<file path="src/hw/udp_stream_defs.svh">
// Sizes and defaults; UDP_PAYLOAD_SAMPLES must be a multiple of 4 and at least 8
`ifndef UDP_STREAM_DEFS_SVH
`define UDP_STREAM_DEFS_SVH

//////////////////////////////
// Frame geometry
`define UDP_PAYLOAD_SAMPLES 64
`define UDP_SAMPLE_BITS     16
`define UDP_BEAT_BYTES      8
`define UDP_HDR_BYTES       42                       // Eth 14 + IP 20 + UDP 8
`define UDP_BUF_BEATS       (`UDP_PAYLOAD_SAMPLES / 4)
`define UDP_FRAME_BEATS     (`UDP_BUF_BEATS + 6)
`define UDP_CSUM_CYCLES     11

//////////////////////////////
// Register byte offsets
`define REG_SENT_COUNT 6'h04
`define REG_RECV_COUNT 6'h08
`define REG_DST_MAC_LO 6'h0C
`define REG_DST_MAC_HI 6'h10
`define REG_SRC_IP     6'h14
`define REG_DST_IP     6'h18
`define REG_SRC_PORT   6'h1C
`define REG_DST_PORT   6'h20
`define REG_DROP_COUNT 6'h24

//////////////////////////////
// Reset defaults
`define DEF_DST_MAC  48'hFFFF_FFFF_FFFF             // Broadcast
`define DEF_SRC_MAC  48'h001A_2B3C_4D5E
`define DEF_SRC_IP   32'hC0A8_0463                  // 192.168.4.99
`define DEF_DST_IP   32'hC0A8_0401                  // 192.168.4.1
`define DEF_PORT     16'd60133
`define DEF_TTL      8'd255
`define DEF_IP_ID    16'h0001
`define DEF_IP_FLAGS 16'h4000                       // Don't fragment

`endif

</file>
<file path="src/hw/udp_stream_pkg.sv">
// Shared types; in a beat, byte 0 (bits 7:0) is the first byte on the wire
`default_nettype none

`include "udp_stream_defs.svh"

package udp_stream_pkg;

    typedef logic [`UDP_BEAT_BYTES*8-1:0]       beat_t;
    typedef logic [47:0]                        mac_t;
    typedef logic [31:0]                        ipv4_t;
    typedef logic [15:0]                        port_t;
    typedef logic [31:0]                        count_t;
    typedef logic [5:0]                         reg_addr_t;
    typedef logic [31:0]                        reg_data_t;
    typedef logic [$clog2(`UDP_BUF_BEATS)-1:0]  buf_addr_t;    // Beat index inside one bank
    typedef logic [7:0]                         frame_idx_t;   // Output beat index

    // Packet sequencer states
    typedef enum logic [1:0] {
        SEQ_IDLE,
        SEQ_WAIT_HDR,
        SEQ_HEADER,
        SEQ_PAYLOAD
    } seq_state_t;

endpackage

`default_nettype wire

</file>
<file path="src/hw/sample_pingpong_buffer.sv">
// No input back-pressure; beats arriving while the filling bank is still occupied are dropped
`timescale 1ns/1ps
`default_nettype none

`include "udp_stream_defs.svh"

module sample_pingpong_buffer
    import udp_stream_pkg::*;
(
    input  wire        m00_axis_aclk,
    input  wire        s00_axi_aresetn,
    input  wire        s01_axis_tvalid,
    input  wire beat_t s01_axis_tdata,
    output logic       frame_ready,
    input  wire        frame_read,
    output beat_t      frame_data,
    output count_t     recv_count,
    output count_t     drop_count
);

    localparam buf_addr_t LAST_ADDR = buf_addr_t'(`UDP_BUF_BEATS - 1);

    beat_t     mem [2][`UDP_BUF_BEATS];
    logic      wr_bank;
    logic      rd_bank;                 // Oldest ready bank
    buf_addr_t wr_ptr;
    buf_addr_t rd_ptr;
    logic [1:0] bank_ready;             // Full and waiting, or being read
    logic      wr_en;

    assign wr_en       = s01_axis_tvalid && !bank_ready[wr_bank];
    assign frame_ready = bank_ready[rd_bank];

    //////////////////////////////
    // Bank control and counters
    always_ff @(posedge m00_axis_aclk or negedge s00_axi_aresetn) begin
        if (!s00_axi_aresetn) begin
            wr_bank    <= 1'b0;
            rd_bank    <= 1'b0;
            wr_ptr     <= '0;
            rd_ptr     <= '0;
            bank_ready <= 2'b00;
            recv_count <= '0;
            drop_count <= '0;
        end else begin
            if (s01_axis_tvalid) recv_count <= recv_count + 1'b1;
            if (s01_axis_tvalid && !wr_en) drop_count <= drop_count + 1'b1;
            if (wr_en) begin
                wr_ptr <= (wr_ptr == LAST_ADDR) ? '0 : wr_ptr + 1'b1;
                if (wr_ptr == LAST_ADDR) begin
                    bank_ready[wr_bank] <= 1'b1;    // Hand off and swap banks
                    wr_bank             <= !wr_bank;
                end
            end
            if (frame_read) begin
                rd_ptr <= (rd_ptr == LAST_ADDR) ? '0 : rd_ptr + 1'b1;
                if (rd_ptr == LAST_ADDR) begin
                    bank_ready[rd_bank] <= 1'b0;    // Last beat out, bank is free
                    rd_bank             <= !rd_bank;
                end
            end
        end
    end

    //////////////////////////////
    // Storage with registered read port
    always_ff @(posedge m00_axis_aclk) begin
        if (wr_en) mem[wr_bank][wr_ptr] <= s01_axis_tdata;
        if (frame_read) frame_data <= mem[rd_bank][rd_ptr];
    end

    a_read_when_ready: assert property (@(posedge m00_axis_aclk) disable iff (!s00_axi_aresetn)
        frame_read |-> frame_ready);

endmodule

`default_nettype wire

</file>
<file path="config.mk">
export PLATFORM = sky130hd
export DESIGN_NAME = sample_pingpong_buffer
export DESIGN_NICKNAME = d
export VERILOG_FILES = /design/src/hw/udp_stream_pkg.sv /design/src/hw/sample_pingpong_buffer.sv
export VERILOG_INCLUDE_DIRS = /design/src /design/src/hw
export SDC_FILE = /design/constraint.sdc
export NUM_CORES = 2
export LEC_CHECK = 0
export BUFFER_PORTS_ARGS = -buffer_cell sky130_fd_sc_hd__clkbuf_2
export CORE_MARGIN = 4
export CORE_UTILIZATION = 40
export DETAILED_ROUTE_END_ITERATION = 10
export GPL_TIMING_DRIVEN = 0
export SLEW_MARGIN = 20
export SYNTH_ARGS = -nofsm -noshare
export SYNTH_HDL_FRONTEND = slang
export SYNTH_SLANG_ARGS = --single-unit
</file>
<file path="constraint.sdc">
create_clock -name m00_axis_aclk -period 6.4 [get_ports m00_axis_aclk]
set_input_delay 1.28 -clock m00_axis_aclk [delete_from_list [all_inputs] [get_ports m00_axis_aclk]]
set_output_delay 1.28 -clock m00_axis_aclk [all_outputs]
set_load 0.01 [all_outputs]
</file>
Yosys cells after proc, flatten, opt, wreduce, memory -nomap -nowiden

Memory sizes are Yosys's and may differ from the RTL's.
Index checks and enable logic that the tools add are counted.

$mul: 0
Reductions and logical operators: 11
Shift-type cells: 0
Magnitude comparators: 7
Divide/modulo/power cells: 0
Mux-type cells: 21
Eq/ne operators: 2
Add/subtract/negate cells: 4
Bitwise logic cells: 5

Operators with widths:

| operator                                                   | count |
|---|---|
| 2-to-1 mux 1024 bit                                        | 1 |
| binary-select mux 64 bit (select 4 bit)                    | 1 |
| demux 64 bit (select 4 bit)                                | 1 |
| 2-to-1 mux 64 bit                                          | 3 |
| adder 32 x 1 -> 32 bit, second input constant              | 2 |
| >= comparator 5 bit, second input constant                 | 2 |
| NOT 4 -> 5 bit                                             | 2 |
| adder 4 x 1 -> 4 bit, second input constant                | 2 |
| equality test 4 bit, second input constant                 | 2 |
| 2-to-1 mux 2 bit                                           | 4 |
| 2-to-1 mux 4 bit                                           | 2 |
| 2-to-1 mux 1 bit                                           | 7 |
| logical AND 1 bit                                          | 5 |
| less-than comparator 5 x 1 -> 1 bit, second input constant | 1 |
| zero test 1 bit                                            | 4 |
| less-than comparator 1 x 2 -> 1 bit, second input constant | 2 |
| AND reduction 2 bit                                        | 2 |
| bitwise AND 2 bit                                          | 1 |
| demux 1 bit (select 1 bit)                                 | 2 |
| >= comparator 1 bit, second input constant                 | 2 |
| NOT 2 bit                                                  | 1 |
| bitwise OR 2 bit                                           | 1 |

Input bits: 68
Latch bits: 0
Bits in read-only memories: 0
Register bits: 140
Memories: 1
Output and inout bits: 129
Bits in writable memories: 2048
Word-level logic and storage cells: 59

Memory list:

| memory | depth | bits a word | rd ports | clocked after Yosys merged registers in | write ports | RTL line                     | source |
|---|---|---|---|---|---|---|---|
| mem    | 2     | 1024        | 1        | 0                                       | 1           | sample_pingpong_buffer.sv:23 | `` beat_t mem [2][`UDP_BUF_BEATS]; `` |

Depth between registers and ports, before layout

Depth in word-level cells: 10
Gate-level depth with buffers: 9
Depth with buffers taken out: 5

Least setup slack after synthesis

OpenSTA, ideal clock, no wires.

Path kind: in2reg
Start: input port s01_axis_tvalid
End: memory mem[0][100] (netlist bit), enable pin
Stages: 5
Arrival time: 6.500 ns
Setup slack: -0.664 ns
Library setup time: 0.564 ns
Required time: 5.836 ns
Path through: buf_1 > and2_1 > clkbuf_1 > nand2_1 > nor3_1

Longest elaborated chain between the ends: 3

RTL lines:

| item                                      | RTL line                     | source |
|---|---|---|
| from (decl)                               | sample_pingpong_buffer.sv:12 | `input wire s01_axis_tvalid,` |
| logical AND 1 bit                         | sample_pingpong_buffer.sv:31 | `assign wr_en = s01_axis_tvalid && !bank_ready[wr_bank];` |
| 2-to-1 mux 1 bit                          | sample_pingpong_buffer.sv:68 | `if (wr_en) mem[wr_bank][wr_ptr] <= s01_axis_tdata;` |
| 2-to-1 mux 1024 bit (not written as such) | sample_pingpong_buffer.sv:68 |  |
| to (decl)                                 | sample_pingpong_buffer.sv:23 |  |

No other way between the ends.

Final worst setup path

Start: register rd_bank
End: output port frame_ready

Longest elaborated chain between the ends: 2

RTL lines:

| item                                                 | RTL line                     | source |
|---|---|---|
| from (decl)                                          | sample_pingpong_buffer.sv:25 | `logic rd_bank;` |
| from (signal assigned)                               | sample_pingpong_buffer.sv:59 | `rd_bank <= !rd_bank;` |
| 2-to-1 mux 1 bit (not written as such) (2 in series) | sample_pingpong_buffer.sv:32 | `assign frame_ready = bank_ready[rd_bank];` |
| to (decl)                                            | sample_pingpong_buffer.sv:14 | `output logic frame_ready,` |

No other way between the ends. The select of a mux whose other input is x is not followed.

==> results.toml <==
[yosys]
yosys_warnings = 0
synth-edff-count = 2112
syn_inst = 3388
yosysSeqAreaShare_pct = 78.6
synth.ff_latch_count = 2188
synthArstFlopShare_pct = 3.47
synth_cell_types = 44
netlist_area_sq_um = 83100
yosys_most_used_dff = "edfxtp_1"
synth_fp_nets = 3463
synth_area_per_cell_sq_um = 24.5

[critical_path]
startpoint_type = "flop"
cp-end-kind = "output pin"
critical_path_class = "reg2out"
arrival_ns = 4.15
critPathMaxFanout = 10
critical_path_required_ns = 5.12

[layout]
nFillCells = 16648
final_common_cell = "edfxtp_1"
drive_above_1_share_pct = 35.5
areaGrowthSynthToFinish_pct = 17.8
multiInputGateArea_sq_um = 17200
final_cell_mix = "edfxtp_1 (2112), mux4_2 (618), clkbuf_16 (220)"
layout.nets = 4044
ff_latch_area_sq_um = 65300

[power]
switching_share_pct = 29.4
switchingPower_mw = 12.1
pwr_density_cell_nw_per_um2 = 420
internal_power_mw = 29.1
p_clk_share_pct = 30.1
seq_power_share_pct = 41.6
total_leakage_power_nw = 31.1
vdd_drop_max_uv = 272
comb_power_share_pct = 28.3

[clock_network]
clock-sinks = 2188
cts_setup_buffers = 0
cts_tree = "built"
clk_latency_ns = 0.86
ctsHtreeMaxLevel = 4
cts_resized = 0
cts-root-buf = "clkbuf_16"
cts_buffers = 219
clockBufferDepth = 3
clkSlewWorstSetupHoldPaths_ns = 0.06
ctsHoldBuffers = 0

[die]
die-area_sq_um = 215000
ios = 197
dieWidth_microns = 464
die_y_microns = 464
core-area_sq_um = 207000
rows = 167
start_util_pct = 40.2

[route]
drtIter0Drc = 4394
drcViolationCount = 0
firstDrtPassIters = 7
wl_per_cell_microns = 30.3
totalWireLength_microns = 208000
via_count = 38677
antenna_left = 0
avgViaCountPerCell = 5.63

[hold_path]
min_path_type = "in2async"

[placed_design]
io_buffers = 196
place_ws_ns = 1.65
dp_hpwl_microns = 136000
gp_congestion = 0.747

[timing]
fin_crit_ns = 5.43
tns_ns = 0
fin_crit_sh_pct = 84.8
finalHoldViolations = 0
tightestPinTransition_ns = 1.14
fmax_mhz = 184
final.setup.worst_slack_ns = 0.975
rsz0062_at_grt = "false"
max_slew_margin_pct = 24.1
final.setup_skew_ns = 0.0549
timing.final.max_slew_violations = 0
setup-violations-final = 0

[global_routing]
antenna_found_initial = 15
grt_pass1_vias = 39447
grt_use_total_pct = 19.3
overflow = 0
grt_max_degree = 45
grt_pass1_wl_microns = 297000

[run_status]
status = "complete, no violations"

[job]
maxCapViolations = 0
[power groups by stage]
stage / Combinational, mW / Clock [mW] / Sequential, mW
6_report: 11.7 / 12.4 / 17.1
5_1_grt: 12.4 / 13.3 / 17.2
4_1_cts: 11.9 / 12.6 / 17.1
3_5_place_dp: 11.8 / 0 / 17.4
3_3_place_gp: 11.3 / 0 / 17.6
2_1_floorplan: 7.08 / 0 / 17.5
[per-layer routing]
metal / global-route usage (%) / routed length [microns] / vias up
met5: 0 / 83 / -
met4: 4.74 / 4590 / 12
met3: 4.32 / 18200 / 289
met2: 30.2 / 98400 / 1735
met1: 27.8 / 87000 / 20870
li1: - / - / 15771
[layout make-up]
cell class / instances / area share [%]
Timing Repair Buffer: 360 / 4.19
Clock inverter: 131 / 1.24
Sequential cell: 2188 / 66.8
Inverter: 7 / 0.0269
Multi-Input combinational cell: 1030 / 17.5
Clock buffer: 278 / 5.91
Tap cell: 2704 / 3.46
Buffer: 163 / 0.863
Antenna cell: 6 / 0.0153
[cell families after synthesis]
logic type               Yosys count  synth area share, %
flip-flops                      2188                 78.6
adder cells (fa/ha/maj)            7                0.105
multiplexers                     713                 18.0
buffers and inverters            170                 1.02
XOR/XNOR                          66                0.696
AO/OA/AOI/OAI                     34                0.282
AND/OR/NAND/NOR                  210                 1.29
[cell usage after synthesis (5+ instances only)]
master / number / area (sq um)
xnor2_1: 53 / 464
a21oi_1: 7 / 35.0
inv_1: 5 / 18.8
xor2_1: 13 / 114
buf_1: 30 / 113
and3_1: 11 / 68.8
nor3_1: 15 / 75.1
o21ai_0: 6 / 30.0
and2_1: 11 / 68.8
buf_4: 17 / 128
a22oi_1: 6 / 45.0
mux4_2: 618 / 13900
nor2_1: 37 / 139
nor2b_1: 6 / 37.5
mux2i_1: 30 / 300
and4_1: 6 / 52.6
buf_2: 39 / 195
buf_6: 13 / 146
clkbuf_1: 63 / 236
ha_1: 7 / 87.6
nor4_1: 5 / 31.3
dfrtp_1: 76 / 1900
edfxtp_1: 2112 / 63400
mux2_2: 65 / 732
nand3_1: 37 / 185
nand2_1: 45 / 169
nand4_1: 28 / 175
[path summary, 6_finish.rpt]
| kind | startpoint | to | slack (ns) | depth (start not counted) |
|---|---|---|---|---|
| max reg2reg | rd_ptr[0] | frame_data[8] | 2.14 | 6 |
| max in group asynchronous | s00_axi_aresetn | drop_count[15] | 5.36 | 2 |
| min | s00_axi_aresetn | recv_count[22] | 0.42 | 1 |
| min reg2reg | drop_count[31] | drop_count[31] | 0.47 | 1 |
| max | rd_bank | frame_ready | 0.97 | 7 |
| min in group m00_axis_aclk | drop_count[31] | drop_count[31] | 0.47 | 1 |
[flip-flops by register name (all words and copies together) (netlist names)]
register,count
rd_bank,1
bank_ready,2
frame_data,64
wr_bank,1
drop_count,32
wr_ptr,4
recv_count,32
rd_ptr,4
mem,2048
[critical path: stages, from the launching register on]
cell	delay [ns]
dfrtp_1	0.51
buf_2	0.33
buf_6	0.30
buf_2	0.43
clkbuf_1	0.54
clkbuf_1	0.58
mux2_2	0.41
clkbuf_2	0.16
[metrics by stage]
step	cell area [sq um]	instances	total power, mW	hold slack, ns	utilization (%)
5_1_grt	97800	6861	42.8	0.418	47.3
4_1_cts	97800	6861	41.6	0.360	47.3
2_1_floorplan	83100	3388	24.6	0.493	-
3_5_place_dp	90800	6452	29.2	0.465	43.9
6_report	97900	6867	41.1	0.423	47.3
3_3_place_gp	87500	6288	28.9	0.459	42.3
Power figures use the tool's default switching activity.
