<file path="config.mk">
export PLATFORM = sky130hd
export DESIGN_NAME = packet_sequencer
export DESIGN_NICKNAME = d
export VERILOG_FILES = /design/src/hw/udp_stream_pkg.sv /design/src/hw/packet_sequencer.sv
export VERILOG_INCLUDE_DIRS = /design/src /design/src/hw
export SDC_FILE = /design/constraint.sdc
export NUM_CORES = 1
export LEC_CHECK = 0
export ABC_AREA = 1
export BUFFER_PORTS_ARGS = -buffer_cell sky130_fd_sc_hd__buf_2
export CAP_MARGIN = 20
export CORE_AREA = 2 2 126 128
export CTS_CLUSTER_SIZE = 20
export DETAILED_ROUTE_END_ITERATION = 8
export DIE_AREA = 0 0 128 130
export PLACE_DENSITY_LB_ADDON = 0.1
export SLEW_MARGIN = 40
export SYNTH_ARGS = -nofsm -noshare
export SYNTH_HDL_FRONTEND = slang
export SYNTH_SLANG_ARGS = --single-unit
</file>
<file path="constraint.sdc">
create_clock -name m00_axis_aclk -period 2.59 [get_ports m00_axis_aclk]
set_clock_uncertainty 0.15 [all_clocks]
set_input_delay 0.518 -clock m00_axis_aclk [delete_from_list [all_inputs] [get_ports m00_axis_aclk]]
set_output_delay 0.518 -clock m00_axis_aclk [all_outputs]
set_load 0.05 [all_outputs]
</file>
<file path="src/hw/udp_stream_defs.svh">
// Sizes and defaults; UDP_PAYLOAD_SAMPLES must be a multiple of 4 and at least 8
`ifndef UDP_STREAM_DEFS_SVH
`define UDP_STREAM_DEFS_SVH

//////////////////////////////
// Frame geometry
`define UDP_PAYLOAD_SAMPLES 64
`define UDP_SAMPLE_BITS     16
`define UDP_BEAT_BYTES      8
`define UDP_HDR_BYTES       42                       // Eth 14 + IP 20 + UDP 8
`define UDP_BUF_BEATS       (`UDP_PAYLOAD_SAMPLES / 4)
`define UDP_FRAME_BEATS     (`UDP_BUF_BEATS + 6)
`define UDP_CSUM_CYCLES     11

//////////////////////////////
// Register byte offsets
`define REG_SENT_COUNT 6'h04
`define REG_RECV_COUNT 6'h08
`define REG_DST_MAC_LO 6'h0C
`define REG_DST_MAC_HI 6'h10
`define REG_SRC_IP     6'h14
`define REG_DST_IP     6'h18
`define REG_SRC_PORT   6'h1C
`define REG_DST_PORT   6'h20
`define REG_DROP_COUNT 6'h24

//////////////////////////////
// Reset defaults
`define DEF_DST_MAC  48'hFFFF_FFFF_FFFF             // Broadcast
`define DEF_SRC_MAC  48'h001A_2B3C_4D5E
`define DEF_SRC_IP   32'hC0A8_0463                  // 192.168.4.99
`define DEF_DST_IP   32'hC0A8_0401                  // 192.168.4.1
`define DEF_PORT     16'd60133
`define DEF_TTL      8'd255
`define DEF_IP_ID    16'h0001
`define DEF_IP_FLAGS 16'h4000                       // Don't fragment

`endif

</file>
<file path="src/hw/udp_stream_pkg.sv">
// Shared types; in a beat, byte 0 (bits 7:0) is the first byte on the wire
`default_nettype none

`include "udp_stream_defs.svh"

package udp_stream_pkg;

    typedef logic [`UDP_BEAT_BYTES*8-1:0]       beat_t;
    typedef logic [47:0]                        mac_t;
    typedef logic [31:0]                        ipv4_t;
    typedef logic [15:0]                        port_t;
    typedef logic [31:0]                        count_t;
    typedef logic [5:0]                         reg_addr_t;
    typedef logic [31:0]                        reg_data_t;
    typedef logic [$clog2(`UDP_BUF_BEATS)-1:0]  buf_addr_t;    // Beat index inside one bank
    typedef logic [7:0]                         frame_idx_t;   // Output beat index

    // Packet sequencer states
    typedef enum logic [1:0] {
        SEQ_IDLE,
        SEQ_WAIT_HDR,
        SEQ_HEADER,
        SEQ_PAYLOAD
    } seq_state_t;

endpackage

`default_nettype wire

</file>
<file path="src/hw/packet_sequencer.sv">
// One frame at a time; tdata is not cleared between beats and is only meaningful with tvalid
`timescale 1ns/1ps
`default_nettype none

`include "udp_stream_defs.svh"

module packet_sequencer
    import udp_stream_pkg::*;
(
    input  wire        m00_axis_aclk,
    input  wire        s00_axi_aresetn,
    input  wire        frame_ready,
    output logic       frame_read,
    input  wire beat_t frame_data,
    output logic       hdr_load,
    input  wire        hdr_ready,
    output frame_idx_t hdr_index,
    input  wire beat_t hdr_word,
    output logic       m00_axis_tvalid,
    output beat_t      m00_axis_tdata,
    output logic [`UDP_BEAT_BYTES-1:0] m00_axis_tkeep,
    output logic       m00_axis_tlast,
    input  wire        m00_axis_tready,
    output count_t     sent_count
);

    localparam frame_idx_t LAST_BEAT = frame_idx_t'(`UDP_FRAME_BEATS - 1);
    localparam frame_idx_t JOIN_BEAT = frame_idx_t'(5);    // Header tail plus first samples
    localparam frame_idx_t BUF_BEATS = frame_idx_t'(`UDP_BUF_BEATS);

    seq_state_t  state;
    frame_idx_t  idx;           // Next output beat
    frame_idx_t  rd_cnt;        // Buffer reads issued this frame
    logic        fd_full;       // frame_data holds an unused beat
    logic        can_load, load_beat, consume, sending;
    logic [15:0] prev_hi;       // Top two bytes of the previous buffer beat
    beat_t       next_beat;

    assign sending    = (state == SEQ_HEADER) || (state == SEQ_PAYLOAD);
    assign can_load   = !m00_axis_tvalid || m00_axis_tready;
    assign hdr_load   = (state == SEQ_IDLE) && frame_ready;
    assign hdr_index  = (state == SEQ_HEADER) ? idx : '0;
    assign frame_read = sending && (rd_cnt < BUF_BEATS) && (!fd_full || consume);

    //////////////////////////////
    // Next output beat
    always_comb begin
        load_beat = 1'b0;
        consume   = 1'b0;
        next_beat = hdr_word;
        if (can_load && state == SEQ_HEADER && idx < JOIN_BEAT) begin
            load_beat = 1'b1;
        end else if (can_load && sending && idx < LAST_BEAT) begin
            load_beat = fd_full;                       // Wait for buffer data
            consume   = fd_full;
            next_beat = {frame_data[47:0], (state == SEQ_HEADER) ? hdr_word[15:0] : prev_hi};
        end else if (can_load && state == SEQ_PAYLOAD) begin
            load_beat = 1'b1;                          // Closing two bytes
            next_beat = {48'h0, prev_hi};
        end
    end

    //////////////////////////////
    // FSM and output control
    always_ff @(posedge m00_axis_aclk or negedge s00_axi_aresetn) begin
        if (!s00_axi_aresetn) begin
            state           <= SEQ_IDLE;
            idx             <= '0;
            rd_cnt          <= '0;
            fd_full         <= 1'b0;
            m00_axis_tvalid <= 1'b0;
            m00_axis_tkeep  <= '1;
            m00_axis_tlast  <= 1'b0;
            sent_count      <= '0;
        end else begin
            case (state)
                SEQ_IDLE: begin
                    if (frame_ready) begin
                        state  <= SEQ_WAIT_HDR;
                        rd_cnt <= '0;
                    end
                end
                SEQ_WAIT_HDR: begin
                    if (hdr_ready) begin
                        state <= SEQ_HEADER;
                        idx   <= '0;
                    end
                end
                default: ;
            endcase
            if (load_beat) begin
                idx            <= idx + 1'b1;
                m00_axis_tkeep <= (idx == LAST_BEAT) ? 8'h03 : 8'hFF;
                m00_axis_tlast <= (idx == LAST_BEAT);
                if (idx == JOIN_BEAT) state <= SEQ_PAYLOAD;
                if (idx == LAST_BEAT) state <= SEQ_IDLE;
            end
            if (frame_read) rd_cnt <= rd_cnt + 1'b1;
            fd_full <= frame_read || (fd_full && !consume);
            if (load_beat)            m00_axis_tvalid <= 1'b1;
            else if (m00_axis_tready) m00_axis_tvalid <= 1'b0;
            if (m00_axis_tvalid && m00_axis_tready && m00_axis_tlast) begin
                sent_count <= sent_count + 1'b1;
            end
        end
    end

    always_ff @(posedge m00_axis_aclk) begin
        if (load_beat) m00_axis_tdata <= next_beat;
        if (consume)   prev_hi <= frame_data[63:48];
    end

    a_hold_stall: assert property (@(posedge m00_axis_aclk) disable iff (!s00_axi_aresetn)
        m00_axis_tvalid && !m00_axis_tready |=> m00_axis_tvalid && $stable(m00_axis_tdata)
            && $stable(m00_axis_tkeep) && $stable(m00_axis_tlast));

endmodule

`default_nettype wire

</file>
* Word-level counts from Yosys, hierarchy flattened
Index checks and enable logic that the tools add are counted.
** Cells by class
- Add/sub/neg operators :: 3
- Equal/unequal tests :: 5
- Multiplexer cells :: 25
- Reductions and logical operators :: 26
- Magnitude comparators :: 3
** Operators with widths (count)
- 64-bit two-way mux :: 3
- 8-bit two-way mux :: 8
- 32-bit by 1-bit adder with 32-bit output, second input constant :: 1
- 8-bit by 1-bit adder with 8-bit output, second input constant :: 2
- 8-bit by 5-bit < comparator with 1-bit output, second input constant :: 2
- 16-bit two-way mux :: 1
- 1-bit logical AND :: 11
- 2-bit two-way mux :: 5
- 2-bit nonzero test :: 5
- 8-bit by 3-bit equality test with 1-bit output, second input constant :: 1
- 8-bit by 5-bit equality test with 1-bit output, second input constant :: 1
- 8-bit by 3-bit < comparator with 1-bit output, second input constant :: 1
- 1-bit two-way mux :: 7
- 2-bit equality test, second input constant :: 2
- 1-bit logical OR :: 4
- 2-bit one-hot mux with 2 select lines :: 1
- 2-bit AND reduction :: 2
- 1-bit zero test :: 3
- 2-bit by 1-bit equality test with 1-bit output, second input constant :: 1
- 2-bit zero test :: 1
** Storage, ports and cells
- Output and inout port bits :: 116
- Word-level logic and storage cells :: 72
- Flip-flop bits (word level) :: 141
- Input port bits :: 133

* Longest topological paths before layout
- Depth in word-level cells :: 10
- Mapped depth :: 12
- Depth with buffers taken out :: 12

* Worst setup path before layout
OpenSTA, ideal clock, no wires.
- Kind :: register to register
- From :: register m00_axis_tvalid
- To :: register m00_axis_tdata[0], enable pin
- Path slack :: -75 ps
- Cell stages (with the launch flop) :: 8
- Path buffers :: 1
- Required time :: 2044 ps
- Data arrival time :: 2119 ps
- Library setup time :: 396 ps
- Clock period less this slack :: 2665 ps
- Path through :: dfrtp_1 -> nand2_1 -> nand2_1 -> inv_1 -> nand2_2 -> o21bai_1 -> nand3_1 -> buf_2
** On the way
- Cells in the longest elaborated chain, start to end :: 6
- Elaborated cells between the ends (all ways) :: 10
- Those cells by class :: mux: 3; reduce/logical: 7
** Ends and longest elaborated chain
- start, declared :: line packet_sequencer.sv:19 : output logic m00_axis_tvalid,
- start signal, assigned :: line packet_sequencer.sv:71 : m00_axis_tvalid <= 1'b0;
- start signal, assigned :: line packet_sequencer.sv:100 : if (load_beat) m00_axis_tvalid <= 1'b1;
- start signal, assigned :: line packet_sequencer.sv:101 : else if (m00_axis_tready) m00_axis_tvalid <= 1'b0;
- 1-bit zero test (*) :: line packet_sequencer.sv:40 : assign can_load = !m00_axis_tvalid || m00_axis_tready;
- 1-bit logical OR (*) :: line packet_sequencer.sv:40
- 1-bit logical AND (on tied branches) :: line packet_sequencer.sv:57, packet_sequencer.sv:53
- 1-bit two-way mux or 1-bit logical AND (tied branches) :: line packet_sequencer.sv:57, packet_sequencer.sv:53
- 1-bit two-way mux :: line packet_sequencer.sv:53 : end else if (can_load && sending && idx < LAST_BEAT) begin
- 1-bit two-way mux (*) :: line packet_sequencer.sv:51 : if (can_load && state == SEQ_HEADER && idx < JOIN_BEAT) begin
- named net load_beat :: line packet_sequencer.sv:35 : logic can_load, load_beat, consume, sending;
- end signal, assigned :: line packet_sequencer.sv:109 : if (load_beat) m00_axis_tdata <= next_beat;
- end, declared :: line packet_sequencer.sv:20 : output beat_t m00_axis_tdata,
Mark *: on every way through the listed nets, which the timed path passes. The rest lies on a longest branch.
A chain may end at the register's enable or synchronous reset.

* Worst setup path after layout
- From :: register idx[0]
- To :: output port frame_read
** On the way
- Cells in the longest elaborated chain, start to end :: 6
- Elaborated cells between the ends (all ways) :: 8
- Those cells by class :: order compare: 2; mux: 2; reduce/logical: 4
** Ends and longest elaborated chain
- start, declared :: line packet_sequencer.sv:32 : frame_idx_t idx;
- start signal, assigned :: line packet_sequencer.sv:92 : idx <= idx + 1'b1;
- 8-bit by 5-bit < comparator with 1-bit output :: line packet_sequencer.sv:53
- 1-bit logical AND :: line packet_sequencer.sv:53
- 1-bit two-way mux :: line packet_sequencer.sv:53
- 1-bit two-way mux (*) :: line packet_sequencer.sv:51
- 1-bit logical OR (*) :: line packet_sequencer.sv:43 : assign frame_read = sending && (rd_cnt < BUF_BEATS) && (!fd_full || consume);
- 1-bit logical AND (*) :: line packet_sequencer.sv:43
- end, declared :: line packet_sequencer.sv:13 : output logic frame_read,
Mark *: on every way between the ends. The rest lies on a longest branch, timed or not.

==> results.yml <==
status:
  status: "finished clean"
power_and_ir_drop:
  pwr_density_cell_nw_per_um2: 1490
  seqPwrFrac: 0.295
  p_sw_frac: 0.472
  clkPwrFrac: 0.191
  internal_power_w: 0.00699
  peakVddDrop_mv: 0.808
  p_comb_frac: 0.514
  switchingPower_w: 0.00623
  p_leak_nw: 4.19
die:
  ioPinCount: 249
  start_util: 0.437
  dieArea_um2: 16600
  chipHeight_um: 130
  fp.dieW_um: 128
  core_area_um2: 15400
  rows: 46
synthesis:
  synth_edf_count: 80
  ys_seq_area_frac: 0.557
  async_flop_share: 0.403
  synth_seq_cells: 134
  yosys-top-cells-count: "203 x nand2_1, 80 x edfxtp_1, 68 x a21oi_1, 68 x nor2_1, 53 x dfrtp_1"
  ys_top_cells_by_area: "edfxtp_1 36%, dfrtp_1 20%, nand2_1 11%"
  synth_simple_gate_area_frac: 0.212
  synth_area_per_cell_um2: 9.45
  ys_types: 33
  synth.area.mux_share: 0.0267
  synth_area_leader_cell: "edfxtp_1"
  netlist_instances: 713
  synth_top_family_by_area: "simple AND/OR/NAND/NOR gates"
  synthAdderAreaFrac: 0.00929
  yosysMostFrequentCell: "nand2_1"
  synth_xor_area_frac: 0.0299
  synth_compound_area_frac: 0.102
  synth_top_cell_area_share: 0.357
  yosys_warnings: 0
  mappedNetlistArea_um2: 6740
  synth_ff_type: "edfxtp_1"
sta:
  worst_slew_pin_slew_ps: 712
  slew_viol_final: 0
  rsz0062_at_grt: "true"
  slew_headroom: 0.525
  setup_viol: 0
  finalHoldViolCount: 0
  post-route-min-period_ps: 2550
  setup_ws_ps: 42.2
  clock.fmax_mhz: 392
  period_share: 0.984
grt:
  track_usage: 0.216
  overflow: 0
  grt_pass1_wl_mm: 27.3
  grt_max_degree: 97
  antenna_found_initial: 4
  grt_pass1_vias: 5313
setup_path:
  path_delay_family: "flip-flops"
  cp.arrival_ps: 1880
  cp-end-kind: "output pin"
  critical_path_required_ps: 1920
  critPathSlowestCell: "dfrtp_1"
  crit_path_max_fanout: 5
  startpoint_type: "flip-flop"
  critical-path-max-stage-delay_ps: 430
  path_cells: "inv_2, ha_4, inv_2, nand2_4, a21oi_4, nor2_4, nand2_4, a21oi_4, buf_6"
  worst-r2r-setup-slack_ps: 390
  cp_num_buf_inv: 3
  worst-setup-path-type: "reg2out"
clock_tree:
  clk-insertion-delay-late_ps: 410
  clk_path_buf_depth: 2
  h-tree-depth: 4
  cts.clk_slew.worst_paths_ps: 60
  clock_sinks: 134
  ctsHoldBuffers: 0
  cts_root_buf: "clkbuf_16"
  cts_tree: "yes"
  numCtsBuffers: 17
placement:
  gp_congestion: 0.846
  portBuffers: 246
  preCtsSetupSlack_ps: 148
  placed_area_um2: 8160
  hpwl_mm: 13.6
  dp.cells: 1135
route:
  first_pass_iters: 5
  drcViolationCount: 0
  drtIter0Drc: 353
  postRouteWirelength_mm: 18.4
  drt-wirelength-per-cell_um: 15.7
  vias: 5798
  avgViaCountPerCell: 4.94
  postRouteAntennaNets: 0
finish:
  area_growth_pct: 31.8
  final_nets: 1104
  final-seq-area_um2: 3750
  drive_gt1_frac: 0.375
  multi_input_area_um2: 2630
  finalInstanceArea_um2: 8880
  instances_no_fill: 1174
  fill_cells: 1433
min_path:
  hp-class: "in2async"
flow_run:
  max-cap-violations: 0
[registers in the layout (all words and copies together), names as in the netlist]
| name | flops |
|---|---|
| m00_axis_tlast | 1 |
| m00_axis_tvalid | 1 |
| state | 2 |
| prev_hi | 16 |
| rd_cnt | 8 |
| m00_axis_tkeep | 1 |
| fd_full | 1 |
| idx | 8 |
| sent_count | 32 |
| m00_axis_tdata | 64 |
[routing by layer]
metal / vias to the layer above / wire (µm) / global-route usage
li1: 2887 / - / -
met1: 2675 / 7620 / 0.262
met2: 209 / 9200 / 0.372
met3: 25 / 1230 / 0.0537
met4: 2 / 323 / 0.0892
met5: - / 8 / 0
[cell type report]
cell class              instances  area share
multi-input cells             499       0.296
inverters                      47      0.0199
flip-flops and latches        134       0.423
well taps                     192      0.0270
repair buffers                267       0.163
clock buffers                  22      0.0583
clock inverters                10      0.0127
diodes                          3    0.000845
[placed cells by master, fill, tap and decap left out, types with 4 or more instances in the layout]
cell,n
a21oi_1,67
a21oi_2,31
buf_12,4
buf_2,245
buf_4,17
clkbuf_16,20
clkinv_2,4
dfrtp_1,53
edfxtp_1,80
ha_1,4
inv_1,43
inv_2,4
mux2_2,16
nand2_1,201
nand2_4,4
nand3_1,42
nand3b_1,4
nand4_1,6
nor2_1,67
nor3_1,7
o21ai_0,7
xnor2_1,9
xor2_1,14
[worst paths after layout]
path / from / end / cells after the start
min reg2reg: sent_count[31] / sent_count[31] / 1
max: idx[0] / frame_read / 9
max in group asynchronous: s00_axi_aresetn / sent_count[8] / 2
min in group m00_axis_aclk: frame_data[61] / prev_hi[13] / 1
max reg2reg: idx[0] / m00_axis_tdata[15] / 10
min: s00_axi_aresetn / idx[5] / 2
[power by group through the flow]
stage / Combinational (W) / Clock (W) / Sequential, W
after detailed placement: 0.00673 / 0 / 0.00393
after global routing: 0.00728 / 0.00266 / 0.00397
after CTS: 0.00676 / 0.00258 / 0.00389
after global placement: 0.00669 / 0 / 0.00391
after floorplan: 0.00323 / 0 / 0.00595
final: 0.00680 / 0.00253 / 0.00389
[repair_timing]
action                                 CTS  global route
pin swaps                                2             5
endpoints found under the hold margin    0             0
setup endpoints to repair                1             1
resized for setup                        4            10
setup buffers                            1             3
[through the flow]
| stage | TNS, ps | hold slack [ps] | util | total power, W |
|---|---|---|---|---|
| floorplan | 0 | 72.4 | - | 0.00918 |
| global placement | 0 | 310 | 0.529 | 0.0106 |
| detailed placement | 0 | 311 | 0.529 | 0.0107 |
| CTS | 0 | 105 | 0.572 | 0.0132 |
| global route | -41.5 | 103 | 0.576 | 0.0139 |
| finish | 0 | 81.3 | 0.576 | 0.0132 |
[worst reg2reg max path, delay by kind of cell (launching register included)]
family | cells | cell delay, ps
adders and majority gates | 1 | 130
buffers and inverters | 4 | 620
DFF | 1 | 430
and+or+nand+nor | 5 | 500
[cells by family after synthesis]
family | count (synthesis)
simple gates | 343
flops | 134
compound gates | 110
buf+inv | 81
xor+xnor | 23
mux | 16
fa+ha+maj | 5
other cells | 1
(Power assumes the default switching activity.)
