<file path="src/hw/udp_stream_defs.svh">
// Sizes and defaults; UDP_PAYLOAD_SAMPLES must be a multiple of 4 and at least 8
`ifndef UDP_STREAM_DEFS_SVH
`define UDP_STREAM_DEFS_SVH

//////////////////////////////
// Frame geometry
`define UDP_PAYLOAD_SAMPLES 64
`define UDP_SAMPLE_BITS     16
`define UDP_BEAT_BYTES      8
`define UDP_HDR_BYTES       42                       // Eth 14 + IP 20 + UDP 8
`define UDP_BUF_BEATS       (`UDP_PAYLOAD_SAMPLES / 4)
`define UDP_FRAME_BEATS     (`UDP_BUF_BEATS + 6)
`define UDP_CSUM_CYCLES     11

//////////////////////////////
// Register byte offsets
`define REG_SENT_COUNT 6'h04
`define REG_RECV_COUNT 6'h08
`define REG_DST_MAC_LO 6'h0C
`define REG_DST_MAC_HI 6'h10
`define REG_SRC_IP     6'h14
`define REG_DST_IP     6'h18
`define REG_SRC_PORT   6'h1C
`define REG_DST_PORT   6'h20
`define REG_DROP_COUNT 6'h24

//////////////////////////////
// Reset defaults
`define DEF_DST_MAC  48'hFFFF_FFFF_FFFF             // Broadcast
`define DEF_SRC_MAC  48'h001A_2B3C_4D5E
`define DEF_SRC_IP   32'hC0A8_0463                  // 192.168.4.99
`define DEF_DST_IP   32'hC0A8_0401                  // 192.168.4.1
`define DEF_PORT     16'd60133
`define DEF_TTL      8'd255
`define DEF_IP_ID    16'h0001
`define DEF_IP_FLAGS 16'h4000                       // Don't fragment

`endif

</file>
<file path="src/hw/udp_stream_pkg.sv">
// Shared types; in a beat, byte 0 (bits 7:0) is the first byte on the wire
`default_nettype none

`include "udp_stream_defs.svh"

package udp_stream_pkg;

    typedef logic [`UDP_BEAT_BYTES*8-1:0]       beat_t;
    typedef logic [47:0]                        mac_t;
    typedef logic [31:0]                        ipv4_t;
    typedef logic [15:0]                        port_t;
    typedef logic [31:0]                        count_t;
    typedef logic [5:0]                         reg_addr_t;
    typedef logic [31:0]                        reg_data_t;
    typedef logic [$clog2(`UDP_BUF_BEATS)-1:0]  buf_addr_t;    // Beat index inside one bank
    typedef logic [7:0]                         frame_idx_t;   // Output beat index

    // Packet sequencer states
    typedef enum logic [1:0] {
        SEQ_IDLE,
        SEQ_WAIT_HDR,
        SEQ_HEADER,
        SEQ_PAYLOAD
    } seq_state_t;

endpackage

`default_nettype wire

</file>
<file path="src/hw/control_regs.sv">
// Counters are read-only; the MAC low word only takes effect with the following MAC high write
`timescale 1ns/1ps
`default_nettype none

`include "udp_stream_defs.svh"

module control_regs
    import udp_stream_pkg::*;
(
    input  wire       m00_axis_aclk,
    input  wire       s00_axi_aresetn,
    input  wire       cfg_wr,
    input  wire       cfg_rd,
    input  wire reg_addr_t cfg_addr,
    input  wire reg_data_t cfg_wdata,
    output reg_data_t cfg_rdata,
    output logic      cfg_rvalid,
    output mac_t      dst_mac,
    output ipv4_t     src_ip,
    output ipv4_t     dst_ip,
    output port_t     src_port,
    output port_t     dst_port,
    input  wire count_t sent_count,
    input  wire count_t recv_count,
    input  wire count_t drop_count
);

    reg_data_t mac_lo_stage;     // Low four MAC bytes, waiting for the high half
    reg_data_t rd_mux;

    // Write decode
    always_ff @(posedge m00_axis_aclk or negedge s00_axi_aresetn) begin
        if (!s00_axi_aresetn) begin
            dst_mac      <= `DEF_DST_MAC;
            src_ip       <= `DEF_SRC_IP;
            dst_ip       <= `DEF_DST_IP;
            src_port     <= `DEF_PORT;
            dst_port     <= `DEF_PORT;
            mac_lo_stage <= '0;
        end else if (cfg_wr) begin
            case (cfg_addr)
                `REG_DST_MAC_LO: mac_lo_stage <= cfg_wdata;
                `REG_DST_MAC_HI: dst_mac <= {cfg_wdata[15:0], mac_lo_stage};  // Whole MAC at once
                `REG_SRC_IP:     src_ip <= cfg_wdata;
                `REG_DST_IP:     dst_ip <= cfg_wdata;
                `REG_SRC_PORT:   src_port <= cfg_wdata[15:0];
                `REG_DST_PORT:   dst_port <= cfg_wdata[15:0];
                default: ;
            endcase
        end
    end

    // Read mux, unmapped offsets give zero
    always_comb begin
        case (cfg_addr)
            `REG_SENT_COUNT: rd_mux = sent_count;
            `REG_RECV_COUNT: rd_mux = recv_count;
            `REG_DST_MAC_LO: rd_mux = dst_mac[31:0];
            `REG_DST_MAC_HI: rd_mux = {16'h0000, dst_mac[47:32]};
            `REG_SRC_IP:     rd_mux = src_ip;
            `REG_DST_IP:     rd_mux = dst_ip;
            `REG_SRC_PORT:   rd_mux = {16'h0000, src_port};
            `REG_DST_PORT:   rd_mux = {16'h0000, dst_port};
            `REG_DROP_COUNT: rd_mux = drop_count;
            default:         rd_mux = '0;
        endcase
    end

    always_ff @(posedge m00_axis_aclk or negedge s00_axi_aresetn) begin
        if (!s00_axi_aresetn) cfg_rvalid <= 1'b0;
        else                  cfg_rvalid <= cfg_rd;     // Response one cycle after the strobe
    end

    always_ff @(posedge m00_axis_aclk) begin
        if (cfg_rd) cfg_rdata <= rd_mux;
    end

    // Counters from the other blocks never skip a value
    a_count_step: assert property (@(posedge m00_axis_aclk) disable iff (!s00_axi_aresetn)
        (count_t'(sent_count - $past(sent_count)) <= 32'd1)
            && (count_t'(recv_count - $past(recv_count)) <= 32'd1)
            && (count_t'(drop_count - $past(drop_count)) <= 32'd1));

endmodule

`default_nettype wire

</file>
<file path="config.mk">
export PLATFORM = sky130hd
export DESIGN_NAME = control_regs
export DESIGN_NICKNAME = d
export VERILOG_FILES = /design/src/hw/udp_stream_pkg.sv /design/src/hw/control_regs.sv
export VERILOG_INCLUDE_DIRS = /design/src /design/src/hw
export SDC_FILE = /design/constraint.sdc
export NUM_CORES = 1
export LEC_CHECK = 0
export BUFFER_PORTS_ARGS = -buffer_cell sky130_fd_sc_hd__buf_2
export CORE_MARGIN = 4
export CORE_UTILIZATION = 55
export CTS_CLUSTER_SIZE = 40
export DETAILED_ROUTE_END_ITERATION = 10
export MAX_ROUTING_LAYER = met4
export PLACE_DENSITY = 0.9
export SYNTH_ARGS = -nofsm -noshare
export SYNTH_HDL_FRONTEND = slang
export SYNTH_SLANG_ARGS = --single-unit
</file>
<file path="constraint.sdc">
create_clock -name m00_axis_aclk -period 4.57 [get_ports m00_axis_aclk]
set_clock_uncertainty 0.2 [all_clocks]
set_input_delay 0.2285 -clock m00_axis_aclk [delete_from_list [all_inputs] [get_ports m00_axis_aclk]]
set_output_delay 0.2285 -clock m00_axis_aclk [all_outputs]
set_load 0.05 [all_outputs]
</file>
# After elaboration in Yosys (flattened, before gate mapping)
# Cells that the tools add are included.
dict set report classes {
  n_eq_ne 9
  muxes 1
  n_reduce_logical 6
}
# operator count
set ops {}
lappend ops {{$pmux W32 S9} 1}
lappend ops {{$eq A6 B5 Y1 const B} 4}
lappend ops {{$eq A6 B4 Y1 const B} 2}
lappend ops {{$eq A6 B6 Y1 const B} 2}
lappend ops {{$reduce_and A2 Y1} 6}
lappend ops {{$eq A6 B3 Y1 const B} 1}
dict set report totals {
  ff_bits 209
  in_bits 138
  out_inout_bits 177
}

# Logic depth before layout (Yosys ltp)
# Gate-level depths: netlist (run 1).
dict set report logic_depth {
  word_depth 2
  mapped_depth 8
  mapped_depth_nobuf 4
}

# Worst setup path before layout (run 1)
# No wires, ideal clock.
dict set report synth_timing {
  kind {input-to-reg}
  startpoint {input port cfg_addr[2]}
  endpoint {register dst_mac[11]}
  setup_time_ps 85
  arrival_ps 1756
  slack_ps 2529
  cell_stages 7
  path_buffers 4
  cell_sequence {buf_2 > or4_1 > buf_2 > nor2_2 > buf_6 > buf_6 > mux2_1}
}
dict set report synth_between {
  elab_chain_len 2
}
# element line
set synth_rtl {}
lappend synth_rtl {{from (decl)} control_regs.sv:14} ;# input wire reg_addr_t cfg_addr,
lappend synth_rtl {{$eq A6 B5 Y1} control_regs.sv:41} ;# case (cfg_addr)
lappend synth_rtl {{$reduce_and A2 Y1 (no source line)} --}
lappend synth_rtl {{to (signal assigned)} control_regs.sv:34} ;# dst_mac <= `DEF_DST_MAC;
lappend synth_rtl {{to (signal assigned)} control_regs.sv:43} ;# `REG_DST_MAC_HI: dst_mac <= {cfg_wdata[15:0], mac_lo_stage};
lappend synth_rtl {{to (decl)} control_regs.sv:18} ;# output mac_t dst_mac,
# Every way passes these cells.
# A chain may end at the register's enable or synchronous reset.

# Worst setup path in the final report (run 1)
dict set report layout_timing {
  startpoint {input port cfg_addr[2]}
  endpoint {register src_ip[25]}
}
dict set report layout_between {
  elab_chain_len 2
}
# element line
set layout_rtl {}
lappend layout_rtl {{$eq A6 B5 Y1} control_regs.sv:41}
lappend layout_rtl {{$reduce_and A2 Y1 (no source line)} --}
lappend layout_rtl {{to (signal assigned)} control_regs.sv:35} ;# src_ip <= `DEF_SRC_IP;
lappend layout_rtl {{to (signal assigned)} control_regs.sv:44} ;# `REG_SRC_IP: src_ip <= cfg_wdata;
lappend layout_rtl {{to (decl)} control_regs.sv:19} ;# output ipv4_t src_ip,
# Every way passes these cells.

==> impl_metrics.env, run 1 <==
export IMPL_start_util_pct=56.8
export IMPL_final_cell_count_no_fill=1272
export IMPL_detail_route_iter0_violations=572
export IMPL_area_growth_pct=32.0
export IMPL_crit_path_top_delay_cell="sky130_fd_sc_hd__buf_2"
export IMPL_detailed_place_hpwl_um=20100
export IMPL_drt_pre_antenna_iters=5
export IMPL_critical_path_max_stage_delay_ps=770
export IMPL_totalNegativeSetupSlack_ps=0
export IMPL_route_layer_met1_wl_um=11800
export IMPL_crit_path_frequent_cell="sky130_fd_sc_hd__buf_4"
export IMPL_drt_total_wl_um=32400
export IMPL_post_route_period_util_pct=64.9
export IMPL_first_global_vias=8674
export IMPL_leading_cell_types_in_the_layout_fill_and_taps_excluded="313 x sky130_fd_sc_hd__buf_2, 176 x sky130_fd_sc_hd__mux2_1, 92 x sky130_fd_sc_hd__dfrtp_1"
export IMPL_ant_nets=0
export IMPL_drt_wirelength_per_cell_um=25.5
export IMPL_placement_io_buffers=314
export IMPL_highest_layer_used_for_signal_routing="met4"
export IMPL_vdd_ir_drop_max_v=0.000310
export IMPL_crit_fanout=35
export IMPL_dieHeight_um=140
export IMPL_p_per_area_nw_per_um2=426
export IMPL_die_x_um=140
export IMPL_start_kind="input pin"
export IMPL_synth_enable_flop_cells=32
export IMPL_synth_top_cells_by_area="sky130_fd_sc_hd__dfrtp_1 24%, sky130_fd_sc_hd__dfstp_2 23%, sky130_fd_sc_hd__mux2_1 21%, sky130_fd_sc_hd__edfxtp_1 10%, sky130_fd_sc_hd__mux2i_1 6.9%"
export IMPL_tightestPinTransition_ps=1140
export IMPL_gr_usage_all_layers_pct=33.2
export IMPL_cts_root_buf="sky130_fd_sc_hd__clkbuf_16"
export IMPL_setup_worst_path_class="input pin to flip-flop"
export IMPL_setup_viol=0
export IMPL_worst_setup_hold_path_clk_slew_ps=60
export IMPL_status="completed"
export IMPL_syn_instance_count=674
export IMPL_timing_fmax_ghz=0.337
export IMPL_timing_max_transition_violations_final=0
export IMPL_post_cts_repair_setup_buffers=0
export IMPL_cp_end_kind="flip-flop"
export IMPL_nNetsFinal=1173
export IMPL_synth_top_area_cell="sky130_fd_sc_hd__dfrtp_1"
export IMPL_cts_made_buffers=22
export IMPL_post_route_cells_drive_above_1_share_pct=43.6
export IMPL_synth_async_reset_ratio_pct=84.7
export IMPL_top_level_ports=315
export IMPL_static_leakage_power_uw=0.00635
export IMPL_yosysTopAreaCellShare_pct=24.1
export IMPL_wl_met3_um=3140
export IMPL_crit_chain="buf_2 > or4b_1 > buf_4 > nor2_4 > buf_4 > mux2_1"
export IMPL_met2RoutedLength_um=16100
export IMPL_antenna_found_initial=1
export IMPL_mostFrequentLayoutCell="sky130_fd_sc_hd__buf_2"
export IMPL_synth_cell_type_count=41
export IMPL_synthesis_yosys_warnings=0
export IMPL_dieArea_um2=19500
export IMPL_placement_rows=47
export IMPL_finalHoldViolations=0
export IMPL_sequential_fraction_of_the_synthesis_area_pct=57.5
export IMPL_maximum_number_of_pins_on_one_net_before_global_route_repair=109
export IMPL_tightest_slew_margin_relative_to_the_limit_pct=23.6
export IMPL_worst_endpoint_arrival_ps=3130
export IMPL_dp_cells=1173
export IMPL_cts_htree_levels=1
export IMPL_grt_first_pass_wirelength_um=49400
export IMPL_tritoncts="done"
export IMPL_max_clock_path_buffers=3
export IMPL_min_delay_path_class="input pin to flip-flop"
export IMPL_post_synth_instance_area_um2=9550
export IMPL_clock_sink_count=209
export IMPL_rsz0062_at_grt="false"
export IMPL_syn_num_nets=812
export IMPL_layout_min_cycle_time_ps=2970
export IMPL_cap_violations=0
export IMPL_core_area_um2=16800
export IMPL_synth_seq_cells=209
export IMPL_finalWeightedCongestion=0.844
export IMPL_finalCoreUtilization_pct=75.0
export IMPL_remaining_drc_errors=0
export IMPL_via_per_inst=6.14
export IMPL_avgSynthCellArea_um2=14.2
export IMPL_worst_ep_required_time_ps=4730
export IMPL_via_count=7807
export IMPL_synthFlopType="sky130_fd_sc_hd__dfrtp_1"
export IMPL_clock_latency_ps=500
export IMPL_grt_overflow_total=0
-- cells by family after synthesis --
kind of cell           share of synthesized area (%)
muxes                                           27.7
AOI/OAI and AO/OA                               8.62
DFF                                             57.5
buffers and inverters                           2.87
and+or+nand+nor                                 3.30
-- repair_timing --
action / in CTS / in global routing
hold buffers: 58 / 0
endpoints found under the hold margin: 222 / 0
gates resized for setup: 0 / 0
-- metal layers --
| layer | vias to the layer above | GRT usage [%] |
|---|---|---|
| li1 | 3259 | - |
| met1 | 3889 | 39.3 |
| met2 | 554 | 55.4 |
| met3 | 105 | 7.07 |
| met4 | 0 | 13.6 |
| met5 | - | - |
-- critical path, delay by kind of cell --
kind / cells / cell delay [ps]
and+or+nand+nor: 2 / 910
buffers and inverters: 3 / 1540
muxes: 1 / 410
-- final timing paths --
| kind | start | to | slack (ps) | cells after the start |
|---|---|---|---|---|
| setup / recovery | cfg_addr[2] | src_ip[25] | 1600 | 6 |
| hold / removal | recv_count[12] | cfg_rdata[12] | 50 | 4 |
| setup reg to reg | dst_mac[17] | cfg_rdata[17] | 2750 | 4 |
| hold reg to reg | mac_lo_stage[9] | mac_lo_stage[9] | 280 | 1 |
| max in group asynchronous | s00_axi_aresetn | src_ip[5] | 2780 | 3 |
| min in group asynchronous | s00_axi_aresetn | dst_ip[17] | 230 | 2 |
-- state kept, by name, indices dropped and copies added, names as in the netlist --
signal,count
dst_ip,32
dst_port,16
cfg_rdata,32
dst_mac,48
src_ip,32
cfg_rvalid,1
src_port,16
mac_lo_stage,32
-- power by group --
part           total (µW)  internal (µW)  leakage, µW  switching, µW
combinational        1220            339      0.00354            885
clock                1840           1110     0.000373            734
sequential           2300           2150      0.00244            155
total                5370           3590      0.00635           1770
-- cells in the mapped netlist (all sizes together) (7+ instances only) --
cell type    n
mux2       176
dfrtp       92
dfstp       85
mux2i       66
edfxtp      32
buf         31
nor2        28
a21oi       21
a2bb2oi     17
clkbuf      17
o21ai       17
a22oi       15
a211o       11
a221o       11
o22ai       11
nor3        10
nand2        7
-- area by class of cell --
cell class / instances / area (µm²)
multi-input cells: 417 / 3820
well taps: 220 / 275
flip-flops and latches: 209 / 5500
clock buffers: 28 / 604
repair buffers: 385 / 2270
diodes: 1 / 2.50
fillers: 1047 / 4210
clock inverters: 12 / 139
-- through the flow --
| step | worst slack, ps | hold WS, ps | total power, µW | area [µm²] |
|---|---|---|---|---|
| 6_report | 1600 | 46.6 | 5370 | 12600 |
| 5_1_grt | 1540 | 20.9 | 5550 | 12600 |
| 4_1_cts | 1630 | 7.36 | 5370 | 12600 |
| 3_5_place_dp | 1100 | 224 | 3490 | 11300 |
| 3_3_place_gp | 1170 | 215 | 3460 | 11300 |
| 2_1_floorplan | 2530 | -267 | 3100 | 9550 |
Note: power is estimated with default switching activity, not from simulation.
==> inputs of run 2 (changes only) <==
--- a/config.mk
+++ b/config.mk
@@ -8,11 +8,11 @@
 export LEC_CHECK = 0
 export BUFFER_PORTS_ARGS = -buffer_cell sky130_fd_sc_hd__buf_2
 export CORE_MARGIN = 4
-export CORE_UTILIZATION = 55
+export CORE_UTILIZATION = 51
 export CTS_CLUSTER_SIZE = 40
 export DETAILED_ROUTE_END_ITERATION = 10
 export MAX_ROUTING_LAYER = met4
-export PLACE_DENSITY = 0.9
+export PLACE_DENSITY = 0.84
 export SYNTH_ARGS = -nofsm -noshare
 export SYNTH_HDL_FRONTEND = slang
 export SYNTH_SLANG_ARGS = --single-unit
==> constraint.sdc (replaced) <==
create_clock -name m00_axis_aclk -period 2.8 [get_ports m00_axis_aclk]
set_clock_uncertainty 0.2 [all_clocks]
set_input_delay 0.14 -clock m00_axis_aclk [delete_from_list [all_inputs] [get_ports m00_axis_aclk]]
set_output_delay 0.14 -clock m00_axis_aclk [all_outputs]
set_load 0.05 [all_outputs]
==> run 2 against run 1 <==
  * Combinational power grew 66%
  * Hold slack lost 17 ps
  * Wire length shrank 1.7%
  * Flip-flop and latch count is the same
  * Global-route usage shrank 2.7 points
  * Total power grew 66%
  * Cell area grew 4.3%
  * First-iteration DRC count shrank 34%
  * Via count is essentially flat
  * Sequential power grew 63%
  * Critical path depth grew 2
  * Critical endpoint is now cfg_rdata[0]
  * Highest routed layer unchanged
==> impl_metrics.env, run 2 (synthesized netlist as in run 1, its figures left out) <==
export IMPL_timing_fmax_ghz=0.370
export IMPL_dieHeight_um=145
export IMPL_largest_register_ffs=48
export IMPL_rsz0062_at_grt="false"
export IMPL_grt_overflow_total=0
export IMPL_area_growth_pct=37.7
export IMPL_max_flop_register="dst_mac"
export IMPL_core_area_um2=18200
export IMPL_worst_setup_hold_path_clk_slew_ps=60
export IMPL_grt_first_pass_wirelength_um=47100
export IMPL_maximum_number_of_pins_on_one_net_before_global_route_repair=58
export IMPL_cts_root_buf="sky130_fd_sc_hd__clkbuf_16"
export IMPL_finalHoldViolations=0
export IMPL_met2RoutedLength_um=16100
export IMPL_tightestPinTransition_ps=1080
export IMPL_post_route_period_util_pct=96.5
export IMPL_critical_path_max_stage_delay_ps=590
export IMPL_worst_endpoint_arrival_ps=2870
export IMPL_status="completed"
export IMPL_ant_nets=0
export IMPL_tritoncts="done"
export IMPL_drt_total_wl_um=31800
export IMPL_detailed_place_hpwl_um=20100
export IMPL_drt_wirelength_per_cell_um=24.0
export IMPL_post_cts_repair_setup_buffers=0
export IMPL_dieArea_um2=21000
export IMPL_fin_worst_hold_slack_ps=29.1
export IMPL_via_per_inst=5.88
export IMPL_drt_pre_antenna_iters=5
export IMPL_crit_fanout=20
export IMPL_setup_viol=0
export IMPL_placement_io_buffers=314
export IMPL_wl_met3_um=2950
export IMPL_post_route_cells_drive_above_1_share_pct=43.2
export IMPL_p_per_area_nw_per_um2=677
export IMPL_cts_made_buffers=23
export IMPL_cap_violations=0
export IMPL_antenna_found_initial=2
export IMPL_fillerInstances=1194
export IMPL_highest_layer_used_for_signal_routing="met4"
export IMPL_worst_slack_ps=99.0
export IMPL_top_level_ports=315
export IMPL_start_kind="input pin"
export IMPL_pre_cts_slack_ps=444
export IMPL_first_global_vias=8382
export IMPL_post_layout_total_power_uw=8900
export IMPL_mostFrequentLayoutCell="sky130_fd_sc_hd__buf_2"
export IMPL_leading_cell_types_in_the_layout_fill_and_taps_excluded="313 x sky130_fd_sc_hd__buf_2, 176 x sky130_fd_sc_hd__mux2_1, 92 x sky130_fd_sc_hd__dfrtp_1"
export IMPL_vdd_ir_drop_max_v=0.000587
export IMPL_cts_htree_levels=1
export IMPL_placement_rows=49
export IMPL_ctsHoldBuffers=88
export IMPL_timing_max_transition_violations_final=0
export IMPL_max_clock_path_buffers=3
export IMPL_critical_path_top_delay_family="buffers and inverters"
export IMPL_tightest_slew_margin_relative_to_the_limit_pct=28.3
export IMPL_worst_path_buf_inv=4
export IMPL_setup_worst_path_class="input pin to flip-flop"
export IMPL_nNetsFinal=1217
export IMPL_remaining_drc_errors=0
export IMPL_gr_usage_all_layers_pct=30.5
export IMPL_worst_ep_required_time_ps=2970
export IMPL_layout_min_cycle_time_ps=2700
export IMPL_die_x_um=145
export IMPL_clock_latency_ps=510
export IMPL_cp_end_kind="flip-flop"
export IMPL_totalNegativeSetupSlack_ps=0
export IMPL_route_layer_met1_wl_um=11800
export IMPL_final_seq_area_um2=5500
export IMPL_static_leakage_power_uw=0.00663
export IMPL_postcts_resize_cnt=0
export IMPL_via_count=7809
export IMPL_clock_sink_count=209
export IMPL_finalWeightedCongestion=0.882
export IMPL_detail_route_iter0_violations=377
export IMPL_area_taken_by_multi_input_logic_gates_um2=3820
export IMPL_crit_path_frequent_cell="sky130_fd_sc_hd__dlygate4sd3_1"
export IMPL_min_delay_path_class="input pin to flip-flop"
export IMPL_start_util_pct=52.5
export IMPL_crit_path_top_delay_cell="sky130_fd_sc_hd__dlygate4sd3_1"
export IMPL_crit_chain="dlygate4sd3_1 > buf_2 > nor3b_1 > nand2_1 > buf_4 > o22a_1 > o221ai_1 > dlygate4sd3_1"
## run 2: worst paths after layout
| path | start | endpoint | slack (ps) | cells past startpoint |
|---|---|---|---|---|
| worst max-delay path | cfg_addr[0] | cfg_rdata[0] | 100 | 8 |
| min in group asynchronous | s00_axi_aresetn | dst_mac[17] | 180 | 2 |
| max in group asynchronous | s00_axi_aresetn | dst_mac[4] | 1810 | 3 |
| worst min register to register | mac_lo_stage[30] | dst_mac[30] | 270 | 1 |
| worst min-delay path | sent_count[14] | cfg_rdata[14] | 30 | 5 |
| worst max register to register | src_port[0] | cfg_rdata[0] | 880 | 4 |
## run 2: layout make-up
cell class / count / area share (%)
Multi-Input combinational cell: 417 / 29.1
Sequential cell: 209 / 41.8
Antenna cell: 2 / 0.0381
Timing Repair Buffer: 428 / 20.9
Tap cell: 229 / 2.18
Clock inverter: 11 / 1.07
Clock buffer: 31 / 4.92
## run 2: routing by layer
| layer | track usage (%) | vias up |
|---|---|---|
| li1 | - | 3346 |
| met1 | 35.7 | 3883 |
| met2 | 53.0 | 488 |
| met3 | 5.95 | 92 |
| met4 | 10.1 | 0 |
| met5 | - | - |
## run 2: worst register-to-register path, stage by stage (launching register included)
cell	delay (ps)
sky130_fd_sc_hd__dfstp_2	370
sky130_fd_sc_hd__mux2i_1	190
sky130_fd_sc_hd__o22a_1	180
sky130_fd_sc_hd__o221ai_1	120
sky130_fd_sc_hd__dlygate4sd3_1	600
## run 2: power by group
group | leakage (µW) | switching [µW] | internal, µW | total [µW]
clock network | 0.000392 | 1220 | 1910 | 3130
registers | 0.00244 | 233 | 3500 | 3740
logic | 0.00380 | 1450 | 586 | 2030
## run 2: stage by stage
| step | area (µm²) | utilization [%] | cells |
|---|---|---|---|
| after floorplan | 9550 | - | 674 |
| after global placement | 11500 | 63.0 | 1195 |
| after detailed placement | 11500 | 63.0 | 1195 |
| after CTS | 13100 | 72.2 | 1325 |
| after global routing | 13200 | 72.2 | 1327 |
| final | 13200 | 72.2 | 1327 |
